## src/verilog/xfer_pkg.sv

```systemverilog
package xfer_pkg;

  // host BRAM port
  localparam int HOST_ADDR_W = 15;
  localparam int HOST_DATA_W = 32;

  // downstream AXI link
  localparam int AXI_ADDR_W = 64;
  localparam int AXI_SIZE_W = 3;
  localparam int AXI_ID_W   = 4;
  localparam int AXI_RESP_W = 2;

  localparam int REQ_W = AXI_SIZE_W + AXI_ADDR_W; // {size, addr}

  // request queues and flow control
  localparam int QUEUE_DEPTH = 4;
  localparam int CREDIT_W    = 3; // 0..QUEUE_DEPTH
  localparam int DROP_W      = 16;
  localparam int NUM_CHAN    = 2;

  typedef enum logic [0:0] {
    CH_WRITE = 1'b0, // AW
    CH_READ  = 1'b1  // AR
  } chan_e;

  typedef enum logic [HOST_ADDR_W-1:0] {
    REG_STAGE0       = 15'h000, // addr low word
    REG_STAGE1       = 15'h004, // addr high word
    REG_STAGE2       = 15'h008, // size in [2:0]
    REG_PUSH_AW      = 15'h020,
    REG_PUSH_AR      = 15'h040,
    REG_CREDITS      = 15'h050, // ar [11:8], aw [3:0]
    REG_BRESP        = 15'h054, // valid [31], id [7:4], resp [1:0]
    REG_DROPS        = 15'h058,
    REG_LINK_RST_SET = 15'h0c0,
    REG_LINK_RST_CLR = 15'h0c4
  } host_reg_e;

endpackage

```

## src/verilog/host_regs.sv

```systemverilog
`timescale 1ns/1ps

module host_regs (
  input  logic                               clk,
  input  logic                               rstn,
  input  logic [xfer_pkg::HOST_ADDR_W-1:0]   host_addr,
  input  logic [xfer_pkg::HOST_DATA_W-1:0]   host_din,
  input  logic                               host_en,
  input  logic [3:0]                         host_we,
  output logic [xfer_pkg::HOST_DATA_W-1:0]   host_dout,
  output logic [xfer_pkg::NUM_CHAN-1:0]      push,
  output logic [xfer_pkg::REQ_W-1:0]         push_data,
  input  logic [xfer_pkg::NUM_CHAN-1:0]      credit_return,
  input  logic                               b_valid_status,
  input  logic [xfer_pkg::AXI_ID_W-1:0]      b_id,
  input  logic [xfer_pkg::AXI_RESP_W-1:0]    b_resp,
  output logic                               b_ack,
  output logic                               ocu_rstn
);

  import xfer_pkg::*;

  host_reg_e               op;
  logic                    wr_en;
  logic                    rd_en;
  logic [HOST_DATA_W-1:0]  stage_lo;
  logic [HOST_DATA_W-1:0]  stage_hi;
  logic [AXI_SIZE_W-1:0]   stage_size;
  logic [CREDIT_W-1:0]     credits [NUM_CHAN];
  logic [NUM_CHAN-1:0]     push_req;
  logic [NUM_CHAN-1:0]     credit_ok;
  logic [DROP_W-1:0]       drops;
  logic                    ocu_rstn_sw;
  logic [HOST_DATA_W-1:0]  rd_word;

  assign op    = host_reg_e'(host_addr);
  assign wr_en = host_en && (host_we != '0);
  assign rd_en = host_en && (host_we == '0);

  assign push_req[CH_WRITE] = wr_en && (op == REG_PUSH_AW);
  assign push_req[CH_READ]  = wr_en && (op == REG_PUSH_AR);

  // a push still in flight has not been taken off the count yet
  always_comb begin
    for (int c = 0; c < NUM_CHAN; c++) begin
      credit_ok[c] = credits[c] > CREDIT_W'(push[c]);
    end
  end

  // a status read frees the B slot
  assign b_ack = rd_en && (op == REG_BRESP);

  always_ff @(posedge clk) begin
    if (wr_en) begin
      case (op)
        REG_STAGE0: stage_lo <= host_din;
        REG_STAGE1: stage_hi <= host_din;
        REG_STAGE2: stage_size <= host_din[AXI_SIZE_W-1:0];
        default: ;
      endcase
    end
    if (|(push_req & credit_ok)) begin
      push_data <= {stage_size, stage_hi, stage_lo};
    end
  end

  always_ff @(posedge clk or negedge rstn) begin
    if (!rstn) begin
      push        <= '0;
      drops       <= '0;
      ocu_rstn_sw <= 1'b1; // link released
      ocu_rstn    <= 1'b0;
      for (int c = 0; c < NUM_CHAN; c++) begin
        credits[c] <= CREDIT_W'(QUEUE_DEPTH);
      end
    end else begin
      push     <= push_req & credit_ok;
      ocu_rstn <= ocu_rstn_sw;
      // push and return in the same cycle cancel out
      for (int c = 0; c < NUM_CHAN; c++) begin
        credits[c] <= credits[c] - CREDIT_W'(push[c]) + CREDIT_W'(credit_return[c]);
      end
      if (|(push_req & ~credit_ok)) begin
        drops <= drops + 1'b1; // request lost for lack of credit
      end
      if (wr_en && op == REG_LINK_RST_SET) begin
        ocu_rstn_sw <= 1'b0;
      end else if (wr_en && op == REG_LINK_RST_CLR) begin
        ocu_rstn_sw <= 1'b1;
      end
    end
  end

  always_comb begin
    rd_word = '0; // unmapped reads return zero
    case (op)
      REG_STAGE0: rd_word = stage_lo;
      REG_STAGE1: rd_word = stage_hi;
      REG_STAGE2: rd_word[AXI_SIZE_W-1:0] = stage_size;
      REG_CREDITS: begin
        rd_word[11:8] = 4'(credits[CH_READ]);
        rd_word[3:0]  = 4'(credits[CH_WRITE]);
      end
      REG_BRESP: begin
        rd_word[31]                = b_valid_status;
        rd_word[4 +: AXI_ID_W]     = b_id;
        rd_word[0 +: AXI_RESP_W]   = b_resp;
      end
      REG_DROPS: rd_word[DROP_W-1:0] = drops;
      default: ;
    endcase
  end

  // read data lands one cycle after the access and holds until the next read
  always_ff @(posedge clk) begin
    if (rd_en) begin
      host_dout <= rd_word;
    end
  end

endmodule

```

## src/verilog/cmd_queue.sv

```systemverilog
`timescale 1ns/1ps

module cmd_queue #(
  parameter int DEPTH = xfer_pkg::QUEUE_DEPTH
) (
  input  logic                        clk,
  input  logic                        rstn,
  input  logic                        push,
  input  logic [xfer_pkg::REQ_W-1:0]  push_data,
  input  logic                        q_pop,
  output logic                        q_valid,
  output logic [xfer_pkg::REQ_W-1:0]  q_data,
  output logic                        credit_return
);

  import xfer_pkg::*;

  localparam int PTR_W = (DEPTH > 1) ? $clog2(DEPTH) : 1;

  logic [REQ_W-1:0] mem [DEPTH];
  logic [PTR_W-1:0] wr_ptr;
  logic [PTR_W-1:0] rd_ptr;
  logic [PTR_W:0]   count;
  logic             full;
  logic             wr_ok;
  logic             rd_ok;

  assign full    = count == (PTR_W+1)'(DEPTH);
  assign wr_ok   = push && !full;
  assign rd_ok   = q_pop && q_valid;
  assign q_valid = count != '0;
  assign q_data  = mem[rd_ptr]; // head shows without a read request

  always_ff @(posedge clk) begin
    if (wr_ok) begin
      mem[wr_ptr] <= push_data;
    end
  end

  always_ff @(posedge clk or negedge rstn) begin
    if (!rstn) begin
      wr_ptr        <= '0;
      rd_ptr        <= '0;
      count         <= '0;
      credit_return <= 1'b0;
    end else begin
      if (wr_ok) wr_ptr <= wr_ptr + 1'b1; // wraps, DEPTH is a power of two
      if (rd_ok) rd_ptr <= rd_ptr + 1'b1;
      count         <= count + (PTR_W+1)'(wr_ok) - (PTR_W+1)'(rd_ok);
      credit_return <= rd_ok; // slot freed, hand one credit back
    end
  end

endmodule

```

## src/verilog/axi_req_issue.sv

```systemverilog
`timescale 1ns/1ps

module axi_req_issue (
  input  logic                              clk,
  input  logic                              rstn,
  input  logic [xfer_pkg::NUM_CHAN-1:0]     q_valid,
  input  logic [xfer_pkg::REQ_W-1:0]        q_data_aw,
  input  logic [xfer_pkg::REQ_W-1:0]        q_data_ar,
  output logic [xfer_pkg::NUM_CHAN-1:0]     q_pop,
  output logic [xfer_pkg::AXI_ADDR_W-1:0]   awaddr,
  output logic [xfer_pkg::AXI_SIZE_W-1:0]   awsize,
  output logic                              awvalid,
  input  logic                              awready,
  output logic [xfer_pkg::AXI_ADDR_W-1:0]   araddr,
  output logic [xfer_pkg::AXI_SIZE_W-1:0]   arsize,
  output logic                              arvalid,
  input  logic                              arready,
  input  logic [xfer_pkg::AXI_ID_W-1:0]     bid,
  input  logic [xfer_pkg::AXI_RESP_W-1:0]   bresp,
  input  logic                              bvalid,
  output logic                              bready,
  input  logic                              b_ack,
  output logic                              b_valid_status,
  output logic [xfer_pkg::AXI_ID_W-1:0]     b_id,
  output logic [xfer_pkg::AXI_RESP_W-1:0]   b_resp
);

  import xfer_pkg::*;

  logic [REQ_W-1:0]    head [NUM_CHAN];
  logic [REQ_W-1:0]    out_data [NUM_CHAN];
  logic [NUM_CHAN-1:0] out_valid;
  logic [NUM_CHAN-1:0] chan_ready;

  assign head[CH_WRITE]       = q_data_aw;
  assign head[CH_READ]        = q_data_ar;
  assign chan_ready[CH_WRITE] = awready;
  assign chan_ready[CH_READ]  = arready;

  // refill when empty or when the current request leaves this cycle
  assign q_pop = q_valid & (~out_valid | chan_ready);

  always_ff @(posedge clk or negedge rstn) begin
    if (!rstn) begin
      out_valid <= '0;
    end else begin
      for (int c = 0; c < NUM_CHAN; c++) begin
        if (q_pop[c]) begin
          out_valid[c] <= 1'b1;
        end else if (chan_ready[c]) begin
          out_valid[c] <= 1'b0;
        end
      end
    end
  end

  always_ff @(posedge clk) begin
    for (int c = 0; c < NUM_CHAN; c++) begin
      if (q_pop[c]) out_data[c] <= head[c];
    end
  end

  assign awvalid          = out_valid[CH_WRITE];
  assign {awsize, awaddr} = out_data[CH_WRITE];
  assign arvalid          = out_valid[CH_READ];
  assign {arsize, araddr} = out_data[CH_READ];

  // single B slot, held until the host reads it
  assign bready = !b_valid_status;

  always_ff @(posedge clk or negedge rstn) begin
    if (!rstn) begin
      b_valid_status <= 1'b0;
    end else if (bvalid && bready) begin
      b_valid_status <= 1'b1;
    end else if (b_ack) begin
      b_valid_status <= 1'b0;
    end
  end

  always_ff @(posedge clk) begin
    if (bvalid && bready) begin
      b_id   <= bid;
      b_resp <= bresp;
    end
  end

endmodule

```

## src/verilog/kernel_bridge.sv

```systemverilog
`timescale 1ns/1ps

module kernel_bridge (
  input  logic                              clk,
  input  logic                              rstn,
  input  logic [xfer_pkg::HOST_ADDR_W-1:0]  host_addr,
  input  logic [xfer_pkg::HOST_DATA_W-1:0]  host_din,
  output logic [xfer_pkg::HOST_DATA_W-1:0]  host_dout,
  input  logic                              host_en,
  input  logic [3:0]                        host_we,
  output logic                              ocu_rstn,
  output logic [xfer_pkg::AXI_ADDR_W-1:0]   awaddr,
  output logic [xfer_pkg::AXI_SIZE_W-1:0]   awsize,
  output logic                              awvalid,
  input  logic                              awready,
  output logic [xfer_pkg::AXI_ADDR_W-1:0]   araddr,
  output logic [xfer_pkg::AXI_SIZE_W-1:0]   arsize,
  output logic                              arvalid,
  input  logic                              arready,
  input  logic [xfer_pkg::AXI_ID_W-1:0]     bid,
  input  logic [xfer_pkg::AXI_RESP_W-1:0]   bresp,
  input  logic                              bvalid,
  output logic                              bready
);

  import xfer_pkg::*;

  logic [NUM_CHAN-1:0]   push;
  logic [REQ_W-1:0]      push_data;
  logic [NUM_CHAN-1:0]   credit_return;
  logic [NUM_CHAN-1:0]   q_valid;
  logic [NUM_CHAN-1:0]   q_pop;
  logic [REQ_W-1:0]      q_data [NUM_CHAN];
  logic                  b_ack;
  logic                  b_valid_status;
  logic [AXI_ID_W-1:0]   b_id;
  logic [AXI_RESP_W-1:0] b_resp;

  host_regs i_host_regs (
    .clk            (clk),
    .rstn           (rstn),
    .host_addr      (host_addr),
    .host_din       (host_din),
    .host_en        (host_en),
    .host_we        (host_we),
    .host_dout      (host_dout),
    .push           (push),
    .push_data      (push_data),
    .credit_return  (credit_return),
    .b_valid_status (b_valid_status),
    .b_id           (b_id),
    .b_resp         (b_resp),
    .b_ack          (b_ack),
    .ocu_rstn       (ocu_rstn)
  );

  // one queue per address channel, indexed by chan_e
  for (genvar c = 0; c < NUM_CHAN; c++) begin : g_queue
    cmd_queue #(
      .DEPTH (QUEUE_DEPTH)
    ) i_cmd_queue (
      .clk           (clk),
      .rstn          (rstn),
      .push          (push[c]),
      .push_data     (push_data),
      .q_pop         (q_pop[c]),
      .q_valid       (q_valid[c]),
      .q_data        (q_data[c]),
      .credit_return (credit_return[c])
    );
  end

  axi_req_issue i_axi_req_issue (
    .clk            (clk),
    .rstn           (rstn),
    .q_valid        (q_valid),
    .q_data_aw      (q_data[CH_WRITE]),
    .q_data_ar      (q_data[CH_READ]),
    .q_pop          (q_pop),
    .awaddr         (awaddr),
    .awsize         (awsize),
    .awvalid        (awvalid),
    .awready        (awready),
    .araddr         (araddr),
    .arsize         (arsize),
    .arvalid        (arvalid),
    .arready        (arready),
    .bid            (bid),
    .bresp          (bresp),
    .bvalid         (bvalid),
    .bready         (bready),
    .b_ack          (b_ack),
    .b_valid_status (b_valid_status),
    .b_id           (b_id),
    .b_resp         (b_resp)
  );

endmodule

```

## config.mk

```make
export PLATFORM = sky130hd
export DESIGN_NAME = kernel_bridge
export DESIGN_NICKNAME = d
export VERILOG_FILES = /design/src/verilog/xfer_pkg.sv /design/src/verilog/host_regs.sv /design/src/verilog/cmd_queue.sv /design/src/verilog/axi_req_issue.sv /design/src/verilog/kernel_bridge.sv
export SDC_FILE = /design/constraint.sdc
export NUM_CORES = 1
export LEC_CHECK = 0
export BUFFER_PORTS_ARGS = -buffer_cell sky130_fd_sc_hd__buf_2
export CORE_AREA = 4 4 245 247
export DETAILED_ROUTE_END_ITERATION = 16
export DIE_AREA = 0 0 249 251
export PLACE_DENSITY_LB_ADDON = 0.2
export SETUP_SLACK_MARGIN = 0.5
export SLEW_MARGIN = 20
export SYNTH_ARGS = -nofsm -noshare
export SYNTH_HDL_FRONTEND = slang
export SYNTH_HIERARCHICAL = 1
export SYNTH_SLANG_ARGS = --single-unit
export TNS_END_PERCENT = 5
```

## constraint.sdc

```tcl
create_clock -name clk -period 6.2 [get_ports clk]
set_input_delay 0.93 -clock clk [delete_from_list [all_inputs] [get_ports clk]]
set_output_delay 0.93 -clock clk [all_outputs]
set_load 0.01 [all_outputs]
```

==> metrics.md, run 1 <==
| Metric | Value |
|---|---|
| Post-synthesis sequential element count | `887` |
| CTS tree | `yes` |
| Final Hold Vio Count | `0` |
| DRT Pass-1 Iters | `6` |
| Fmax | `between 300 and 400 MHz` |
| Resized cells post-CTS | `0` |
| Overall routing resource usage | `20.9%` |
| Vias in the first global route | `about 14000` |
| Drt total wl | `65.3 mm` |
| # DRC | `0` |
| WP data arrival | `3.53 ns` |
| Max IR drop VDD | `0.000221 V` |
| Clock root buffer | `clkbuf_16` |
| GRT met3 Usage | `4.51%` |
| Worst reg-to-reg path cell count | `6` |
| Number of synthesized flops with an enable pin | `842` |
| Gpl congestion | `0.815` |
| Vias | `14200` |
| Placed Area | `0.0337 sq mm` |
| Sequential-to-total area share from yosys stat | `83.6%` |
| Final Instance Area | `0.0365 sq mm` |
| GR Util met2 | `33.4%` |
| Element type at the critical path start | `primary input` |
| Critical path class | `in2reg` |
| Initial antenna violation count | `11` |
| Pwr Density | `320 mW/mm^2` |
| Worst-margin pin slew | `approximately 1.1 ns` |
| GRT Max-Usage Layer | `met2` |
| Worst Skew | `0.0251 ns` |
| Maxcap violations | `0` |
| Met1 Use GR | `between 20% and 30%` |
| Combinational family with the most area after synthesis | `multiplexers` |
| Synth Flop Type | `edfxtp_1` |
| Yosys cell types | `53` |
| Syn Nets | `1399` |
| First-pass GRT wire length | `95.7 mm` |
| Post-cts hold buffer count | `0` |
| Post-Synth XOR/XNOR Area | `0.693%` |
| Mapped Area | `0.0316 sq mm` |
| Compound-cell area share of the yosys netlist | `1.42%` |
| Asr flop ratio synth | `under 10%` |
| Initial core utilization | `between 50 and 60%` |
| YS warnings | `6` |
| Leak pwr | `~12 nW` |
| Nets@finish | `1698` |
| H-Tree Depth | `3` |
| Syn Inst Count | `1313` |
| Post-route ant nets | `0` |
| Mux contribution to synthesized area | `9.59%` |
| Relative slew slack | `27.8%` |
| Die height | `between 200 and 300 um` |
| Gr ovfl total | `0` |
| Minimum clock period | `3.30 ns` |
| Rows | `88` |
| Area Growth Syn to Fin | `15.5%` |
| Largest net degree at the start of global routing | `68` |
| Bufs on Longest Clock Path | `3` |
| Die area | `0.0625 sq mm` |
| Setup violations, final | `0` |
| Die span in x | `249 um` |
| Via density | `approximately 5.8` |
| Worst hold path type | `reg2reg` |
| WL/cell | `26.7 um` |
| CP Max Fanout | `32` |
| Insertion delay to the later sink of the worst-skew pair | `~0.63 ns` |
| 1st-iter DRT viols | `1258` |
| Adder-Cell Fraction of Synth Area | `1.01%` |
| Commonest non-fill, non-tap cell in the layout | `edfxtp_1` |
| I/O Pins | `233` |
| CTS Buf Count | `86` |
| Max-slew violation count | `0` |
| CTS sink count | `887` |
| IO buf count | `232` |
| Status | `complete, no violations` |
| Setup TNS | `0 ns` |
| Crit end category | `flop` |
| HPWL after DPL | `between 30 and 40 mm` |
| Most frequent cells in the layout | `edfxtp_1 (842), buf_2 (232), mux4_2 (134)` |
| Hold depth | `0` |
| Period utilization | `53.2%` |
| Synth Area in Simple Gates | `2.41%` |
| Layout cell share with drive strength beyond 1 | `around a third` |
| Core area | `between 0.05 and 0.06 sq mm` |
| Clk slew on worst S/H paths | `0.06 ns` |
| Worst Path Required | `6.43 ns` |
| Unrepaired setup endpoints after global routing | `no` |
| Synth Area per Inst | `24.1 sq um` |
| Setup Fix Bufs, Post-CTS | `0` |
==> final cells by class <==
cell class | count | area (sq um)
diodes | 2 | 5.00
inverters | 29 | 109
clock buffers | 109 | 2340
fillers | 3859 | 21100
clock inverters | 44 | 447
repair buffers | 252 | 1330
well taps | 765 | 957
multi-input cells | 356 | 4860
flip-flops and latches | 887 | 26400
==> power breakdown <==
part	switching [mW]	leakage, nW	internal (mW)
sequential	0.00124	8.21	6.47
clock	2.11	1.37	3.04
combinational	0.0294	2.81	0.0190
total	2.14	12.4	9.53
==> per-layer routing <==
metal	routed length, um	part of all wire [%]
met1	26600	41
met2	32100	49
met3	5200	8.0
met4	1360	2.1
met5	33	0.051
==> worst paths after layout <==
path	from	endpoint	slack (ns)
max in group asynchronous	rstn	g_queue[1].i_cmd_queue/rd_ptr[1]	5.28
min in group asynchronous	rstn	g_queue[0].i_cmd_queue/count[0]	0.42
setup / recovery	host_addr[10]	i_host_regs/stage_lo[16]	2.90
hold reg to reg	i_host_regs/ocu_rstn_sw	i_host_regs/ocu_rstn	0.41
setup reg to reg	i_host_regs/push[1]	i_host_regs/drops[12]	3.30
hold / removal	i_host_regs/ocu_rstn_sw	i_host_regs/ocu_rstn	0.41
==> stage by stage <==
stage          total power [mW]  cells  hold WS, ns  util [%]  setup slack [ns]
3_3_place_gp               6.64   2288        0.400      58.4              2.31
6_report                   11.7   2444        0.414      63.3              2.90
5_1_grt                    12.0   2442        0.424      63.3              2.81
2_1_floorplan              6.60   1313        0.389         -             0.500
3_5_place_dp               6.64   2288        0.402      58.4              2.27
4_1_cts                    11.8   2441        0.413      63.3              2.93
==> synth_stat cells (7+ instances only) <==
cell | count | share of area [%]
a222oi_1 | 15 | 0.48
a22o_1 | 15 | 0.42
a22oi_1 | 7 | 0.17
buf_2 | 20 | 0.32
buf_4 | 8 | 0.19
dfrtp_1 | 42 | 3.3
edfxtp_1 | 842 | 80
ha_1 | 19 | 0.75
inv_1 | 29 | 0.34
mux4_2 | 134 | 9.6
nand2_1 | 29 | 0.34
nand2b_1 | 11 | 0.22
nand3_1 | 9 | 0.14
nor2_1 | 13 | 0.15
nor4_1 | 7 | 0.14
xnor2_1 | 9 | 0.25
xor2_1 | 16 | 0.44
==> critical path, stage by stage <==
cell and delay, ns:
buf_2 0.10, or4_4 0.56, or2_1 0.37, or4b_1 0.68, nor2_4 0.84
==> state kept, by name, summed over array words and instances, names as in the netlist, 2 cells and up <==
signal and cells:
i_host_regs/drops 16, i_axi_req_issue/b_resp 2, g_queue.i_cmd_queue/wr_ptr 4, g_queue.i_cmd_queue/credit_return 2
i_host_regs/credits 6, i_axi_req_issue/out_valid 2, g_queue.i_cmd_queue/count 6, i_axi_req_issue/out_data 134
i_host_regs/stage_lo 32, i_host_regs/stage_size 3, g_queue.i_cmd_queue/rd_ptr 4, i_host_regs/push_data 67
i_axi_req_issue/b_id 4, i_host_regs/stage_hi 32, i_host_regs/push 2, i_host_regs/host_dout 32
g_queue.i_cmd_queue/mem 536
==> kinds of logic (layout without fill, tap and decap cells) <==
group / after synthesis / in the layout
AO/OA/AOI/OAI: 52 / 52
XOR/XNOR: 25 / 25
adder cells (fa/ha/maj): 23 / 23
buffers and inverters: 70 / 434
flip-flops: 887 / 887
multiplexers: 135 / 135
other: 0 / 2
AND/OR/NAND/NOR: 121 / 121
(Power assumes the default switching activity.)
==> run 2, diff against run 1 <==
- CORE_AREA: 4 4 245 247 -> 4 4 247 249
- DIE_AREA: 0 0 249 251 -> 0 0 251 253
- clock period: 6.2 -> 2.6 ns (I/O delays scaled with it)
==> run 2 against run 1 <==
Worst hold slack lost 0.33 ns. Clock power is 130% higher. Global-route usage up 0.13 points. Count of clock-buffer cells in the layout rose by 1. Clock skew decreased by 0.0059 ns. First-iteration DRC count grew 21%. Critical endpoint is now g_queue[0].i_cmd_queue/count[2]. Sequential power is 140% higher. Non-clock buffer count increased by 97. Via count up 3.8%. Largest cell class unchanged.
==> metrics.md, run 2 (synthesis gave the netlist of run 1 again) <==
| Metric | Value |
|---|---|
| First-pass GRT wire length | `98.0 mm (+2.5%)` |
| FF-to-FF Start | `g_queue[0].i_cmd_queue/count[1]` |
| Final Hold Vio Count | `0 (unchanged)` |
| Top reg by flops | `g_queue.i_cmd_queue/mem` |
| Util after Layout | `64.1% (+0.72 points)` |
| Drt total wl | `65.9 mm (+0.85%)` |
| Initial core utilization | `53.8% (-1.0 points)` |
| Worst Hold Launch | `awready` |
| IO buf count | `232 (unchanged)` |
| Largest register FFs | `536 (unchanged)` |
| Relative slew slack | `47.4% (+20 points)` |
| Period utilization | `89.1%` |
| Clk slew on worst S/H paths | `0.06 ns (about the same)` |
| # DRC | `0 (unchanged)` |
| WL/cell | `25.9 um (-3.0%)` |
| Critical-path cell list | `or3_4, and2_4, o31a_1, ha_1, inv_1, ha_2, inv_2, fa_2, xnor2_2, xnor2_1` |
| Rows | `89 (+1.1%)` |
| Multi-input gate area | `0.00503 sq mm (+3.5%)` |
| Insertion delay to the later sink of the worst-skew pair | `0.62 ns (about the same)` |
| HPWL after DPL | `41.9 mm (+9.4%)` |
| Vias | `14700 (+3.8%)` |
| Pwr Density | `723 mW/mm^2 (+130%)` |
| Final Instance Area | `0.0376 sq mm (+3.1%)` |
| GRT met3 Usage | `3.92% (-0.59 points)` |
| Area Growth Syn to Fin | `19.0%` |
| Max IR drop VDD | `0.000562 V (+150%)` |
| Max-slew violation count | `0 (unchanged)` |
| Bufs on Longest Clock Path | `3 (unchanged)` |
| Gr ovfl total | `0 (unchanged)` |
| Die span in x | `251 um (+0.80%)` |
| GR Util met2 | `34.0% (+0.59 points)` |
| Crit end category | `flop` |
| Vias in the first global route | `15200 (+5.7%)` |
| Pwr Total | `27.2 mW (+130%)` |
| Worst Path Required | `3.10 ns (-3.33 ns)` |
| WP data arrival | `2.81 ns (-0.72 ns)` |
| CTS tree | `yes` |
| Commonest non-fill, non-tap cell in the layout | `edfxtp_1` |
| Register area | `0.0264 sq mm (about the same)` |
| Met1 Use GR | `30.6% (+0.62 points)` |
| Nets@finish | `1794 (+5.7%)` |
| Die area | `0.0635 sq mm (+1.6%)` |
| Minimum clock period | `about 2.3 ns` |
| Initial antenna violation count | `3 (-8)` |
| Unrepaired setup endpoints after global routing | `yes` |
| Gpl congestion | `0.840 (+3.0%)` |
| Overall routing resource usage | `21.0% (+0.13 points)` |
| GRT Max-Usage Layer | `met2` |
| Worst Skew | `0.0191 ns (-0.00592 ns)` |
| CP startpoint | `g_queue[0].i_cmd_queue/count[1]` |
| Core area | `0.0587 sq mm (+1.9%)` |
| Status | `complete, no violations` |
| Fillcell total | `3854 (-0.13%)` |
| Placed Area | `0.0343 sq mm (+1.8%)` |
| CTS sink count | `887 (unchanged)` |
| H-Tree Depth | `3 (unchanged)` |
| 1st-iter DRT viols | `1516 (+21%)` |
| Maxcap violations | `0 (unchanged)` |
| Via density | `5.78 (-0.19%)` |
| Setup violations, final | `0 (unchanged)` |
| Worst hold path type | `in2reg` |
| DRT Pass-1 Iters | `6 (unchanged)` |
| Crit path max-delay cell type | `dfrtp_2` |
| I/O Pins | `233 (unchanged)` |
| Critical path class | `reg2reg` |
| Post-route ant nets | `0 (unchanged)` |
| Die height | `253 um (+0.80%)` |
| Element type at the critical path start | `flop` |
| Largest net degree at the start of global routing | `45 (-34%)` |
| Leak pwr | `12.9 nW (+4.1%)` |
| CP Max Fanout | `2 (-94%)` |
| Most frequent cells in the layout | `edfxtp_1 (842), buf_2 (233), mux4_2 (134)` |
| Fmax | `432 MHz` |
| Final hold slack | `0.0883 ns (-0.325 ns)` |
| Biggest regs | `g_queue.i_cmd_queue/mem: 536 flops, i_axi_req_issue/out_data: 134 flops, i_host_regs/push_data: 67 flops` |
| Worst-margin pin slew | `0.788 ns (-0.292 ns)` |
| CP max stage delay | `0.41 ns (-0.43 ns)` |
| Clock root buffer | `clkbuf_16` |
| CTS Buf Count | `85 (-1.2%)` |
| Layout cell share with drive strength beyond 1 | `35.0% (+2.6 points)` |
-- run 2: cell type report --
| cell class | count | area share, % |
|---|---|---|
| Antenna cell | 2 | 0.0133 |
| Clock buffer | 110 | 6.27 |
| Clock inverter | 36 | 0.686 |
| Inverter | 29 | 0.290 |
| Multi-Input combinational cell | 356 | 13.4 |
| Sequential cell | 887 | 70.3 |
| Tap cell | 773 | 2.57 |
| Timing Repair Buffer | 349 | 6.49 |
-- run 2: path summary, 6_finish.rpt --
kind	endpoint	slack, ns	cells after the start
max	g_queue[0].i_cmd_queue/count[2]	0.28	10
min	i_axi_req_issue/out_valid[0]	0.09	3
max reg2reg	g_queue[0].i_cmd_queue/count[2]	0.28	10
min reg2reg	i_host_regs/ocu_rstn	0.40	0
max in group asynchronous	i_host_regs/credits[5]	1.49	3
min in group asynchronous	i_host_regs/push[0]	0.41	2
-- run 2: repair_timing --
item | 4_1_cts | 5_1_grt
hold endpoints to repair | 102 | 0
setup buffers | 14 | 3
gates resized for setup | 23 | 20
pin swaps | 7 | 14
hold buffers | 39 | 0
endpoints found under the setup margin | 211 | 216
gates cloned | 1 | 0
-- run 2: power breakdown --
| part | internal, mW | total (mW) | leakage [nW] | switching [mW] |
|---|---|---|---|---|
| logic | 0.0890 | 0.177 | 3.41 | 0.0879 |
| registers | 15.4 | 15.4 | 8.20 | 0.00225 |
| clock network | 6.66 | 11.6 | 1.28 | 4.91 |
| total | 22.2 | 27.2 | 12.9 | 5.00 |
-- run 2: layer usage --
layer | up-vias | routed length (um) | part of all wire [%]
met5 | - | 22 | 0.033
met4 | 4 | 1160 | 1.8
met3 | 85 | 5120 | 7.8
li1 | 6247 | - | -
met2 | 602 | 32200 | 49
met1 | 7759 | 27400 | 42
-- run 2: through the flow --
stage               std cells  worst slack, ns  TNS (ns)
floorplan                1313           -0.340   -107.06
global placement         2337         -0.00455   -0.0643
detailed placement       2337          -0.0491    -0.882
CTS                      2537            0.284         0
global route             2540            0.201         0
finish                   2542            0.284         0
-- run 2: critical path: cells and delay by family (launching register included) --
family / cells / cell delay, ns
adders and majority gates: 3 / 0.79
and+or+nand+nor: 2 / 0.52
DFF: 1 / 0.41
xor gates and xnor gates: 2 / 0.26
AOI/OAI and AO/OA: 1 / 0.12
buffers and inverters: 2 / 0.10
==> run 3, diff against run 2 <==
- REMOVE_ABC_BUFFERS: not set -> 1
- SLEW_MARGIN: 20 -> not set
==> run 3 against run 2 <==
Clock skew is 0.0040 ns lower. Flip-flop and latch count did not move. Power increased by 1.0%. Largest power group unchanged. Highest routed layer is now met4.
==> metrics.md, run 3 (synthesis gave the netlist of run 1 again) <==
| Metric | Value |
|---|---|
| Largest register FFs | `536 (unchanged)` |
| Via density | `5.75 (-0.61%)` |
| Crit end category | `flop` |
| Gpl congestion | `0.781 (-7.0%)` |
| Switching share of power | `18.3% (-0.083 points)` |
| DP Worst Slack | `-0.0527 ns (-0.00362 ns)` |
| Worst Hold Launch | `host_din[3]` |
| Minimum clock period | `2.30 ns (-0.0159 ns)` |
| DRT Pass-1 Iters | `6 (unchanged)` |
| Final Instance Area | `0.0376 sq mm (about the same)` |
| Setup violations, final | `0 (unchanged)` |
| Nets@finish | `1796 (+0.11%)` |
| Drt total wl | `67.5 mm (+2.5%)` |
| GRT Max-Usage Layer | `met2` |
| I/O Pins | `233 (unchanged)` |
| FF-to-FF Start | `g_queue[1].i_cmd_queue/count[0]` |
| GR Util met2 | `34.4% (+0.39 points)` |
| Top reg by flops | `g_queue.i_cmd_queue/mem` |
| Commonest non-fill, non-tap cell in the layout | `edfxtp_1` |
| Largest net degree at the start of global routing | `68 (+51%)` |
| Final Hold Vio Count | `0 (unchanged)` |
| Unrepaired setup endpoints after global routing | `yes` |
| Die area | `0.0635 sq mm (unchanged)` |
| Leak pwr | `12.9 nW (-0.15%)` |
| Insertion delay to the later sink of the worst-skew pair | `0.61 ns (about the same)` |
| Max IR drop VDD | `0.000551 V (-2.0%)` |
| Critical path class | `reg2reg` |
| Clk network pwr share | `43.2% (+0.6 points)` |
| Clk slew on worst S/H paths | `0.06 ns (about the same)` |
| # DRC | `0 (unchanged)` |
| WL/cell | `26.5 um (+2.2%)` |
| Area Growth Syn to Fin | `19.0% (about the same)` |
| Most frequent cells in the layout | `edfxtp_1 (842), buf_2 (233), mux4_2 (134)` |
| Overall routing resource usage | `21.5% (+0.46 points)` |
| Period utilization | `88.5% (-0.61 points)` |
| Element type at the critical path start | `flop` |
| Biggest regs | `g_queue.i_cmd_queue/mem: 536 flops, i_axi_req_issue/out_data: 134 flops, i_host_regs/push_data: 67 flops` |
| Initial antenna violation count | `2 (-1)` |
| Post-route ant nets | `0 (unchanged)` |
| Sequential power share | `56.2% (-0.6 points)` |
| GRT met3 Usage | `4.07% (+0.14 points)` |
| Worst Path Required | `3.09 ns (about the same)` |
| Vias in the first global route | `15100 (-0.40%)` |
| Max-slew violation count | `0 (unchanged)` |
| Sw power | `5.03 mW (+0.56%)` |
| Status | `complete, no violations` |
| First-pass GRT wire length | `99.6 mm (+1.6%)` |
| CTS Buf Count | `86 (+1.2%)` |
| Met1 Use GR | `31.3% (+0.71 points)` |
| Clock root buffer | `clkbuf_16` |
| Layout cell share with drive strength beyond 1 | `34.3% (-0.70 points)` |
| Internal Pwr Total | `22.4 mW (+1.1%)` |
| CP Max Fanout | `4 (+2)` |
| Gr ovfl total | `0 (unchanged)` |
| Pwr Total | `27.5 mW (+1.0%)` |
| Worst-margin pin slew | `1.20 ns (+0.407 ns)` |
| HPWL after DPL | `40.6 mm (-3.0%)` |
| Logic pwr share | `0.6% (about the same)` |
| Initial core utilization | `53.8% (unchanged)` |
| H-Tree Depth | `3 (unchanged)` |
| CTS sink count | `887 (unchanged)` |
| Worst hold path type | `in2reg` |
| Bufs on Longest Clock Path | `3 (unchanged)` |
| Setup WS post-layout | `0.300 ns (+0.0159 ns)` |
| CP startpoint | `g_queue[1].i_cmd_queue/count[0]` |
| Placed Area | `0.0343 sq mm (+0.15%)` |
| Die span in x | `251 um (unchanged)` |
| Rows | `89 (unchanged)` |
| Worst Skew | `0.0151 ns (-0.00404 ns)` |
| 1st-iter DRT viols | `1467 (-3.2%)` |
| Final hold slack | `0.0335 ns (-0.0548 ns)` |
| Pwr Density | `730 mW/mm^2 (+1.0%)` |
| Vias | `14700 (-0.26%)` |
| Maxcap violations | `0 (unchanged)` |
| Core area | `0.0587 sq mm (unchanged)` |
| CTS tree | `yes` |
| WP data arrival | `2.79 ns (-0.02 ns)` |
| Fmax | `435 MHz (+0.69%)` |
| IO buf count | `232 (unchanged)` |
| Die height | `253 um (unchanged)` |
| Relative slew slack | `20.3% (-27 points)` |
## run 3: cell types whose count changed in the layout (fill, tap and decap cells not counted), moves of 3 or more
cell and delta:
clkbuf_1 +13, buf_4 +4, buf_6 -4, clkinv_1 -3, nor4_4 -3, nor4_1 +3
## run 3: worst max-delay path, stage by stage, from the launching register on
cell     delay (ns)
dfrtp_2        0.42
or3_4          0.39
and2_4         0.15
o31a_1         0.11
ha_1           0.27
inv_1          0.06
ha_1           0.14
inv_2          0.04
fa_2           0.35
xnor2_2        0.14
xnor2_1        0.12
## run 3: per-layer routing
metal	routed length [um]	part of all wire, %
met5	0	0
met4	1270	1.9
met3	4800	7.1
met2	32900	49
met1	28500	42
## run 3: layout make-up
class,instances,area (sq um)
clock buffers,123,2410
repair buffers,349,2450
inverters,29,109
fillers,3889,21100
clock inverters,32,275
flip-flops and latches,887,26400
diodes,1,2.50
multi-input cells,357,4960
well taps,773,967
## run 3: repair_timing
item / 4_1_cts / 5_1_grt
setup buffers: 11 / 4
cloned: 2 / 0
endpoints found under the setup margin: 335 / 373
hold endpoints to repair: 95 / 0
pin swaps: 10 / 3
hold buffers: 37 / 0
resized for setup: 21 / 3
## run 3: worst paths after layout
check	cells after the start	endpoint	slack (ns)
worst max-delay path	10	g_queue[1].i_cmd_queue/count[2]	0.30
worst min-delay path	1	i_host_regs/stage_lo[3]	0.03
worst max register to register	10	g_queue[1].i_cmd_queue/count[2]	0.30
worst min register to register	0	i_host_regs/ocu_rstn	0.40
max in group asynchronous	3	i_host_regs/ocu_rstn_sw	1.41
min in group asynchronous	2	g_queue[1].i_cmd_queue/wr_ptr[1]	0.38
## run 3: per-stage QoR
stage | cells | utilization, % | setup TNS (ns)
after floorplan | 1272 | - | -458.78
after global placement | 2341 | 58.5 | -1.47
after detailed placement | 2341 | 58.5 | -2.77
after CTS | 2546 | 64.0 | 0
after global routing | 2551 | 64.1 | 0
final | 2551 | 64.1 | 0
## run 3: power by group through the flow
stage	Clock (mW)	Combinational [mW]	Sequential, mW
floorplan	0	0.0186	15.7
global placement	0	0.121	15.7
detailed placement	0	0.125	15.7
CTS	12.1	0.177	15.4
global route	12.7	0.189	15.4
finish	11.9	0.177	15.4
